**src/source/timestamp_settings.svh**
```systemverilog
// ------------------------------
// Timestamp unit settings
// Bus widths, register map and
// the per-cycle stamp increment
// ------------------------------

`ifndef TIMESTAMP_SETTINGS_SVH
`define TIMESTAMP_SETTINGS_SVH

// Bus and stamp widths
`define TS_DATA_WIDTH  32
`define TS_ADDR_WIDTH  8
`define TS_STAMP_WIDTH 64

// Fraction units per cycle, about 2^32 / 250 MHz
`define TS_INCREMENT 17

// Register offsets
`define TS_REG_CTRL      8'h00
`define TS_REG_PRESET_LO 8'h04
`define TS_REG_PRESET_HI 8'h08
`define TS_REG_COUNT_LO  8'h0C
`define TS_REG_COUNT_HI  8'h10

`endif

```
**src/source/timestamp_pkg.sv**
```systemverilog
// ------------------------------
// Timestamp unit types
// Register bus request/response,
// control bits and the stamp word
// ------------------------------

`default_nettype none

package timestamp_pkg;

  `include "timestamp_settings.svh"

  // One-cycle register access from the AXI slave
  typedef struct packed {
    logic                          wr;
    logic                          rd;
    logic [`TS_ADDR_WIDTH-1:0]     addr;
    logic [`TS_DATA_WIDTH-1:0]     wdata;
    logic [`TS_DATA_WIDTH/8-1:0]   wstrb;
  } bus_req_t;

  // Combinational answer for the current address
  typedef struct packed {
    logic [`TS_DATA_WIDTH-1:0] rdata;
    logic                      error;
  } bus_rsp_t;

  // Two low bits of the control register
  typedef struct packed {
    logic freeze;
    logic load;
  } ts_ctrl_t;

  // Seconds in the high word, fraction in the low word
  typedef struct packed {
    logic [`TS_DATA_WIDTH-1:0] hi;
    logic [`TS_DATA_WIDTH-1:0] lo;
  } stamp_words_t;

  // Counter sees one number, the bus sees two words
  typedef union packed {
    logic [`TS_STAMP_WIDTH-1:0] value;
    stamp_words_t               words;
  } stamp_t;

endpackage

`default_nettype wire

```
**src/source/axi_lite_slave.sv**
```systemverilog
// ------------------------------
// AXI-Lite slave
// Accepts one read or write at a
// time, pulses a register strobe
// and holds the response until
// the master takes it
// ------------------------------

`timescale 1ns/1ns
`default_nettype none

`include "timestamp_settings.svh"

module axi_lite_slave (
  input  wire logic                          axi_aclk,
  input  wire logic                          reset,

  // Write address and data
  input  wire logic [`TS_ADDR_WIDTH-1:0]     s_axi_awaddr,
  input  wire logic                          s_axi_awvalid,
  output logic                               s_axi_awready,
  input  wire logic [`TS_DATA_WIDTH-1:0]     s_axi_wdata,
  input  wire logic [`TS_DATA_WIDTH/8-1:0]   s_axi_wstrb,
  input  wire logic                          s_axi_wvalid,
  output logic                               s_axi_wready,

  // Write response
  output logic [1:0]                         s_axi_bresp,
  output logic                               s_axi_bvalid,
  input  wire logic                          s_axi_bready,

  // Read address
  input  wire logic [`TS_ADDR_WIDTH-1:0]     s_axi_araddr,
  input  wire logic                          s_axi_arvalid,
  output logic                               s_axi_arready,

  // Read data
  output logic [`TS_DATA_WIDTH-1:0]          s_axi_rdata,
  output logic [1:0]                         s_axi_rresp,
  output logic                               s_axi_rvalid,
  input  wire logic                          s_axi_rready,

  // Register bank side
  output timestamp_pkg::bus_req_t            req,
  input  wire timestamp_pkg::bus_rsp_t       rsp
);

  localparam logic [1:0] RESP_OKAY   = 2'b00;
  localparam logic [1:0] RESP_SLVERR = 2'b10;

  logic pending;
  logic wr_go;
  logic rd_go;

  // No new address while a response waits
  assign pending = s_axi_bvalid | s_axi_rvalid;

  // Write wins when both arrive together
  assign wr_go = s_axi_awvalid & s_axi_wvalid & ~pending;
  assign rd_go = s_axi_arvalid & ~pending & ~wr_go;

  assign s_axi_awready = wr_go;
  assign s_axi_wready  = wr_go;
  assign s_axi_arready = rd_go;

  // Strobes last exactly the handshake cycle
  always_comb begin
    req.wr    = wr_go;
    req.rd    = rd_go;
    req.addr  = wr_go ? s_axi_awaddr : s_axi_araddr;
    req.wdata = s_axi_wdata;
    req.wstrb = s_axi_wstrb;
  end

  // Write response channel
  always_ff @(posedge axi_aclk) begin
    if (reset) begin
      s_axi_bvalid <= 1'b0;
    end else if (wr_go) begin
      s_axi_bvalid <= 1'b1;
    end else if (s_axi_bready) begin
      s_axi_bvalid <= 1'b0;
    end
  end

  always_ff @(posedge axi_aclk) begin
    if (wr_go) begin
      s_axi_bresp <= rsp.error ? RESP_SLVERR : RESP_OKAY;
    end
  end

  // Read data channel
  always_ff @(posedge axi_aclk) begin
    if (reset) begin
      s_axi_rvalid <= 1'b0;
    end else if (rd_go) begin
      s_axi_rvalid <= 1'b1;
    end else if (s_axi_rready) begin
      s_axi_rvalid <= 1'b0;
    end
  end

  // Data captured in the rd cycle, held while rvalid waits
  always_ff @(posedge axi_aclk) begin
    if (rd_go) begin
      s_axi_rdata <= rsp.rdata;
      s_axi_rresp <= rsp.error ? RESP_SLVERR : RESP_OKAY;
    end
  end

endmodule

`default_nettype wire

```
**src/source/stamp_counter.sv**
```systemverilog
// ------------------------------
// Stamp counter
// 64-bit 32.32 time that adds a
// fixed fraction every cycle,
// with preset load and freeze
// ------------------------------

`timescale 1ns/1ns
`default_nettype none

`include "timestamp_settings.svh"

module stamp_counter (
  input  wire logic                     axi_aclk,
  input  wire logic                     reset,
  input  wire timestamp_pkg::ts_ctrl_t  ctrl,
  input  wire timestamp_pkg::stamp_t    preset,
  output timestamp_pkg::stamp_t         stamp
);

  localparam logic [`TS_STAMP_WIDTH-1:0] INCREMENT = `TS_INCREMENT;

  logic load_q;
  logic load_edge;

  // Previous load bit for edge detection
  always_ff @(posedge axi_aclk) begin
    if (reset) begin
      load_q <= 1'b0;
    end else begin
      load_q <= ctrl.load;
    end
  end

  assign load_edge = ctrl.load & ~load_q;

  // Load beats freeze, freeze beats counting
  always_ff @(posedge axi_aclk) begin
    if (reset) begin
      stamp.value <= '0;
    end else if (load_edge) begin
      stamp <= preset;
    end else if (!ctrl.freeze) begin
      stamp.value <= stamp.value + INCREMENT;
    end
  end

endmodule

`default_nettype wire

```
**src/source/timestamp_regs.sv**
```systemverilog
// ------------------------------
// Timestamp register bank
// Control and preset registers,
// count readback with a coherent
// high-word snapshot
// ------------------------------

`timescale 1ns/1ns
`default_nettype none

`include "timestamp_settings.svh"

module timestamp_regs (
  input  wire logic                     axi_aclk,
  input  wire logic                     reset,
  input  wire timestamp_pkg::bus_req_t  req,
  output timestamp_pkg::bus_rsp_t       rsp,
  input  wire timestamp_pkg::stamp_t    stamp,
  output timestamp_pkg::ts_ctrl_t       ctrl,
  output timestamp_pkg::stamp_t         preset
);

  import timestamp_pkg::*;

  logic [`TS_DATA_WIDTH-1:0] count_hi_q;

  // Byte-lane merge of a write into an existing word
  function automatic logic [`TS_DATA_WIDTH-1:0] merge_bytes(
    input logic [`TS_DATA_WIDTH-1:0]   old_word,
    input logic [`TS_DATA_WIDTH-1:0]   new_word,
    input logic [`TS_DATA_WIDTH/8-1:0] strb
  );
    logic [`TS_DATA_WIDTH-1:0] result;
    result = old_word;
    for (int i = 0; i < `TS_DATA_WIDTH/8; i++) begin
      if (strb[i]) begin
        result[8*i +: 8] = new_word[8*i +: 8];
      end
    end
    return result;
  endfunction

  // Writable registers
  always_ff @(posedge axi_aclk) begin
    if (reset) begin
      ctrl         <= '0;
      preset.value <= '0;
    end else if (req.wr) begin
      case (req.addr)
        `TS_REG_CTRL: begin
          // Only the two low bits exist
          if (req.wstrb[0]) begin
            ctrl <= ts_ctrl_t'(req.wdata[1:0]);
          end
        end
        `TS_REG_PRESET_LO: begin
          preset.words.lo <= merge_bytes(preset.words.lo, req.wdata, req.wstrb);
        end
        `TS_REG_PRESET_HI: begin
          preset.words.hi <= merge_bytes(preset.words.hi, req.wdata, req.wstrb);
        end
        default: begin
        end
      endcase
    end
  end

  // High word frozen when the low word is read
  always_ff @(posedge axi_aclk) begin
    if (reset) begin
      count_hi_q <= '0;
    end else if (req.rd && req.addr == `TS_REG_COUNT_LO) begin
      count_hi_q <= stamp.words.hi;
    end
  end

  // Answer for the address on the bus this cycle
  always_comb begin
    rsp.rdata = '0;
    rsp.error = 1'b0;
    if (req.wr) begin
      case (req.addr)
        `TS_REG_CTRL, `TS_REG_PRESET_LO, `TS_REG_PRESET_HI: rsp.error = 1'b0;
        default: rsp.error = 1'b1;
      endcase
    end else begin
      case (req.addr)
        `TS_REG_CTRL:      rsp.rdata = `TS_DATA_WIDTH'(ctrl);
        `TS_REG_PRESET_LO: rsp.rdata = preset.words.lo;
        `TS_REG_PRESET_HI: rsp.rdata = preset.words.hi;
        `TS_REG_COUNT_LO:  rsp.rdata = stamp.words.lo;
        `TS_REG_COUNT_HI:  rsp.rdata = count_hi_q;
        default:           rsp.error = 1'b1;
      endcase
    end
  end

endmodule

`default_nettype wire

```
**src/source/timestamp_top.sv**
```systemverilog
// ------------------------------
// Timestamp unit top level
// AXI-Lite slave, register bank
// and stamp counter
// ------------------------------

`timescale 1ns/1ns
`default_nettype none

`include "timestamp_settings.svh"

module timestamp_top (
  input  wire logic                          axi_aclk,
  input  wire logic                          reset,

  // AXI-Lite slave port
  input  wire logic [`TS_ADDR_WIDTH-1:0]     s_axi_awaddr,
  input  wire logic                          s_axi_awvalid,
  output logic                               s_axi_awready,
  input  wire logic [`TS_DATA_WIDTH-1:0]     s_axi_wdata,
  input  wire logic [`TS_DATA_WIDTH/8-1:0]   s_axi_wstrb,
  input  wire logic                          s_axi_wvalid,
  output logic                               s_axi_wready,
  output logic [1:0]                         s_axi_bresp,
  output logic                               s_axi_bvalid,
  input  wire logic                          s_axi_bready,
  input  wire logic [`TS_ADDR_WIDTH-1:0]     s_axi_araddr,
  input  wire logic                          s_axi_arvalid,
  output logic                               s_axi_arready,
  output logic [`TS_DATA_WIDTH-1:0]          s_axi_rdata,
  output logic [1:0]                         s_axi_rresp,
  output logic                               s_axi_rvalid,
  input  wire logic                          s_axi_rready,

  // Running time
  output timestamp_pkg::stamp_t              stamp_counter
);

  import timestamp_pkg::*;

  bus_req_t req;
  bus_rsp_t rsp;
  ts_ctrl_t ctrl;
  stamp_t   preset;

  axi_lite_slave u_axi_lite_slave (
    .axi_aclk      (axi_aclk),
    .reset         (reset),
    .s_axi_awaddr  (s_axi_awaddr),
    .s_axi_awvalid (s_axi_awvalid),
    .s_axi_awready (s_axi_awready),
    .s_axi_wdata   (s_axi_wdata),
    .s_axi_wstrb   (s_axi_wstrb),
    .s_axi_wvalid  (s_axi_wvalid),
    .s_axi_wready  (s_axi_wready),
    .s_axi_bresp   (s_axi_bresp),
    .s_axi_bvalid  (s_axi_bvalid),
    .s_axi_bready  (s_axi_bready),
    .s_axi_araddr  (s_axi_araddr),
    .s_axi_arvalid (s_axi_arvalid),
    .s_axi_arready (s_axi_arready),
    .s_axi_rdata   (s_axi_rdata),
    .s_axi_rresp   (s_axi_rresp),
    .s_axi_rvalid  (s_axi_rvalid),
    .s_axi_rready  (s_axi_rready),
    .req           (req),
    .rsp           (rsp)
  );

  timestamp_regs u_timestamp_regs (
    .axi_aclk (axi_aclk),
    .reset    (reset),
    .req      (req),
    .rsp      (rsp),
    .stamp    (stamp_counter),
    .ctrl     (ctrl),
    .preset   (preset)
  );

  // Counter output goes straight to the top port
  stamp_counter u_stamp_counter (
    .axi_aclk (axi_aclk),
    .reset    (reset),
    .ctrl     (ctrl),
    .preset   (preset),
    .stamp    (stamp_counter)
  );

endmodule

`default_nettype wire

```
**config.mk**
```make
export PLATFORM = sky130hd
export DESIGN_NAME = timestamp_top
export DESIGN_NICKNAME = d
export VERILOG_FILES = /design/src/source/timestamp_pkg.sv /design/src/source/axi_lite_slave.sv /design/src/source/stamp_counter.sv /design/src/source/timestamp_regs.sv /design/src/source/timestamp_top.sv
export VERILOG_INCLUDE_DIRS = /design/src /design/src/source
export SDC_FILE = /design/constraint.sdc
export NUM_CORES = 1
export LEC_CHECK = 0
export BUFFER_PORTS_ARGS = -buffer_cell sky130_fd_sc_hd__buf_2
export CAP_MARGIN = 10
export CORE_AREA = 2 2 191 193
export CTS_BUF_LIST = sky130_fd_sc_hd__clkbuf_4 sky130_fd_sc_hd__clkbuf_8 sky130_fd_sc_hd__clkbuf_16
export CTS_CLUSTER_DIAMETER = 200
export DETAILED_ROUTE_END_ITERATION = 7
export DIE_AREA = 0 0 193 195
export PLACE_DENSITY = 0.42
export SKIP_CTS_REPAIR_TIMING = 1
export SYNTH_ARGS = -nofsm -noshare
export SYNTH_HDL_FRONTEND = slang
export SYNTH_HIERARCHICAL = 1
export SYNTH_SLANG_ARGS = --single-unit
```
**constraint.sdc**
```tcl
create_clock -name axi_aclk -period 6.7 [get_ports axi_aclk]
set_clock_uncertainty 0.2 [all_clocks]
set_input_delay 1.005 -clock axi_aclk [delete_from_list [all_inputs] [get_ports axi_aclk]]
set_output_delay 1.005 -clock axi_aclk [all_outputs]
set_load 0.05 [all_outputs]
```
==> results <==
- The combined area of all synthesized cells is 9850 um^2.
- The total global-route track usage is 0.181.
- The total negative setup slack is 0 ns.
- The power per standard cell area is 222 nW/um^2.
- The clock sink count is approximately 200.
- Setup repair after global routing left no endpoint under its margin.
- TritonCTS built the clock tree.
- The via count of the first global-routing pass is approximately 8000.
- The post-synthesis average cell area is just over 9 um^2.
- The endpoint arrival time on the critical path is between 4 and 5 ns.
- The first global-routing pass estimated between 50000 and 60000 um of wire.
- The count of inserted antenna diode cells is 0.
- For this run, the share of the core covered by cells in the final layout is 0.318.
- From bottom edge to top edge, the die measures about 200 um.
- Of all nets on the critical path, the largest fanout is 32.
- The total iterations of the first detailed-routing run is 7.
- The number of slew-limit violations in the final report is 0.
- The leakage component of the power is roughly 4.3 nW.
- The detailed router's first-iteration violation count is roughly 650.
- The post-place setup slack is roughly 2 ns.
- The type of origin of the critical path is a primary input.
- At the worst endpoint, the required time is between 6 and 7 ns.
- Sorting the synthesized cells by area gives the leading types as sky130_fd_sc_hd__dfxtp_1 34%, sky130_fd_sc_hd__edfxtp_1 10%, sky130_fd_sc_hd__mux2i_1 7.1%.
- The initial utilization of the core area, before any placement, comes to 0.278.
- Setup slack on the worst reg-to-reg path comes out at about 2.7 ns.
- The class of the most critical setup path is in -> reg.
- The share of the Yosys chip area taken by registers is 0.439.
- The longest clock path from root to sink contains 2 buffers.
- The internal portion of the total power is around 1.8 mW.
- The total half-perimeter wirelength after legalization and detailed placement is ~23000 um.
- The H-tree was split into 4 levels.
- After detailed routing, the average wire length per cell comes to roughly 21 um.
- Row generation in the floorplan step produced 69 rows.
- In the finished design, the share of the clock period the worst path needs comes to 0.632.
- Headroom to the max-slew limit came out at 0.251.
- The total die area is ~38000 um^2.
- The final weighted congestion in routability-driven placement is between 0.7 and 0.8.
- Across the run, the number of max-cap violations was 0.
- The number of inserted filler cells in the final layout is about 3800.
- Once detail routing completed, the nets flagged for antenna violations numbered 0.
- The most used flip-flop cell after synthesis is sky130_fd_sc_hd__dfxtp_1.
- The total net switching power is between 0.6 and 0.7 mW.
- After detailed routing, the number of remaining DRC violations is 0.
- In this run the standard cell core region covers about 35000 um^2.
- The via count is roughly 8400.
- Summing all flip-flop and latch instances after layout gives approximately 4300 um^2.
- The worst-case vdd ir drop is 0.000187 V.
- From left edge to right edge, the die measures between 150 and 200 um.
- The async set-or-reset flop fraction in the synthesized netlist is 0.
- The port buffer count is approximately 160.
- The TritonCTS buffer count is 17.
- The total wire length after detailed routing is ~34000 um.
- The clock reaches the later pin of the worst-skew pair after between 0.4 and 0.5 ns.
- Of the cells placed in the final design, the portion with a size suffix greater than 1 is 0.213.
- The worst setup path is captured at a register.
- The number of nets in the layout is 1208.
- The number of hold violations in the final report came to 0.
- Setup slack on the critical path of the routed design comes to approximately 2.5 ns.
- For this run, the top clock speed supported by timing is ~240 MHz.
- The largest total area in the synthesized netlist belongs to sky130_fd_sc_hd__dfxtp_1.
- The fraction of power spent switching nets is 0.271.
- The synthesized netlist cell count is 1070.
- The path class of the tightest hold or removal check is reg -> reg.
- CTS placed an instance of sky130_fd_sc_hd__clkbuf_16 at the clock tree root.
- The post-synthesis sequential element count is just under 200.
- The number of synthesized flops with an enable pin is 34.
- The number of warnings printed during yosys synthesis is 6.
- After layout, the minimum clock period comes to around 4.2 ns.
- The largest net degree at the start of global routing is 71.
- Of the post-synthesis cell area, the dominant cell type holds 0.335.
- The area growth from synthesis to layout is 14.4%.
- The clock share of power is 0.424.
- The remaining global-route overflow is 0.
- The share of total power dissipated in sequential elements is 0.497.
- The via count normalized by instance count is 5.18.
- For this design the top-level I/O count stands at 164.
- The logic gate share of total power is 0.079.
- The initial antenna violation count came to 0.
- The number of setup violations in the final report is 0.
- Synthesis instantiated around 60 different standard cells from the library.
- The run finished with clean final reports.
- Summing all multi-input logic gate instances after layout gives around 4900 um^2.
- After clock tree synthesis, the clock-pin slew on the worst setup and hold paths is 0.08 ns.
- The actual slew at the worst max-slew pin is between 1 and 1.5 ns.
==> metrics by stage <==
step	cell area, um^2	power [mW]	hold slack, ns	cells
2_1_floorplan	9860	1.42	0.232	1071
3_3_place_gp	10700	1.47	0.240	1590
3_5_place_dp	10700	1.47	0.245	1590
4_1_cts	11300	2.53	0.256	1622
5_1_grt	11300	2.59	0.264	1622
6_report	11300	2.50	0.252	1622
==> registers in the layout (all words and copies together) (netlist names) <==
signal and count:
u_stamp_counter/load_q 1, u_timestamp_regs/ctrl 2, u_axi_lite_slave/s_axi_rdata 32, u_axi_lite_slave/s_axi_bvalid 1, u_axi_lite_slave/s_axi_bresp 1, u_stamp_counter/stamp 64, u_axi_lite_slave/s_axi_rvalid 1, u_axi_lite_slave/s_axi_rresp 1
u_timestamp_regs/preset 64, u_timestamp_regs/count_hi_q 32
==> cell usage after synthesis, drive strengths merged (23+ instances only) <==
cell type / number
dfxtp: 165
nor2: 148
nand2: 123
mux2i: 70
a21oi: 61
buf: 60
clkbuf: 53
edfxtp: 34
a22o: 32
a311oi: 32
a22oi: 31
a211oi: 30
nand4: 29
xor2: 23
==> worst max-delay path: stages <==
cell and delay, ns:
sky130_fd_sc_hd__buf_2 0.09, sky130_fd_sc_hd__nor4bb_4 0.79, sky130_fd_sc_hd__mux2_2 0.46, sky130_fd_sc_hd__or4_4 0.58, sky130_fd_sc_hd__nor2_1 0.28, sky130_fd_sc_hd__nand2_2 0.61
sky130_fd_sc_hd__a21oi_1 0.45
==> power groups by stage <==
| stage | registers, mW | clock network, mW | logic (mW) |
|---|---|---|---|
| 2_1_floorplan | 1.32 | 0 | 0.0968 |
| 3_3_place_gp | 1.27 | 0 | 0.201 |
| 3_5_place_dp | 1.27 | 0 | 0.200 |
| 4_1_cts | 1.24 | 1.09 | 0.200 |
| 5_1_grt | 1.25 | 1.13 | 0.210 |
| 6_report | 1.24 | 1.06 | 0.197 |
==> final timing paths <==
kind | startpoint | to | cells past startpoint
max | s_axi_wvalid | u_axi_lite_slave/s_axi_rdata[4]$_DFFE_PP_ | 7
min | u_timestamp_regs/count_hi_q[31]$_SDFFE_PP0P_ | u_timestamp_regs/count_hi_q[31]$_SDFFE_PP0P_ | 2
max reg2reg | u_axi_lite_slave/s_axi_rvalid$_SDFFE_PP0P_ | u_axi_lite_slave/s_axi_rdata[4]$_DFFE_PP_ | 6
min reg2reg | u_timestamp_regs/count_hi_q[31]$_SDFFE_PP0P_ | u_timestamp_regs/count_hi_q[31]$_SDFFE_PP0P_ | 2
==> layer usage <==
layer | track usage | up-vias | part of all wire
met1 | 0.244 | 4120 | 0.46
met2 | 0.294 | 206 | 0.47
met5 | 0 | - | 0
met4 | 0.0477 | 0 | 0.015
met3 | 0.0354 | 28 | 0.052
li1 | - | 4047 | -
==> layout by cell type (no fill, tap or decap), types with 4 or more instances in the layout <==
cell	n
sky130_fd_sc_hd__o31ai_1	20
sky130_fd_sc_hd__a311oi_1	32
sky130_fd_sc_hd__clkbuf_16	18
sky130_fd_sc_hd__a22o_1	32
sky130_fd_sc_hd__nand4_1	23
sky130_fd_sc_hd__a211oi_1	30
sky130_fd_sc_hd__xor2_1	23
sky130_fd_sc_hd__and4_1	7
sky130_fd_sc_hd__buf_4	11
sky130_fd_sc_hd__edfxtp_1	34
sky130_fd_sc_hd__and3_1	7
sky130_fd_sc_hd__or3_1	13
sky130_fd_sc_hd__nor2b_1	4
sky130_fd_sc_hd__buf_2	160
sky130_fd_sc_hd__nor3_1	4
sky130_fd_sc_hd__mux2_2	8
sky130_fd_sc_hd__mux2i_1	70
sky130_fd_sc_hd__or4_1	20
sky130_fd_sc_hd__xnor2_1	7
sky130_fd_sc_hd__nand3_1	20
sky130_fd_sc_hd__inv_1	4
sky130_fd_sc_hd__inv_6	6
sky130_fd_sc_hd__nor2_1	145
sky130_fd_sc_hd__a22oi_1	31
sky130_fd_sc_hd__a21oi_1	61
sky130_fd_sc_hd__nand4_2	4
sky130_fd_sc_hd__nand2_1	122
sky130_fd_sc_hd__or2_2	4
sky130_fd_sc_hd__o21ai_0	13
sky130_fd_sc_hd__dfxtp_1	165
==> cells by family after synthesis <==
family	after synthesis	share of synthesized area
mux	78	0.0803
simple gates	413	0.216
fa+ha+maj	1	0.00127
flops	199	0.439
xor+xnor	30	0.0267
buf+inv	117	0.0683
compound gates	231	0.168
other cells	1	0.000381
==> layout make-up <==
| type | instances | share of cell area |
|---|---|---|
| clock inverter | 14 | 0.0119 |
| timing repair buffer | 171 | 0.0784 |
| sequential | 199 | 0.384 |
| clock buffer | 18 | 0.0400 |
| inverter | 4 | 0.00133 |
| multi-input combinational | 755 | 0.433 |
| tap | 461 | 0.0512 |
Note: power is estimated with default switching activity, not from simulation.
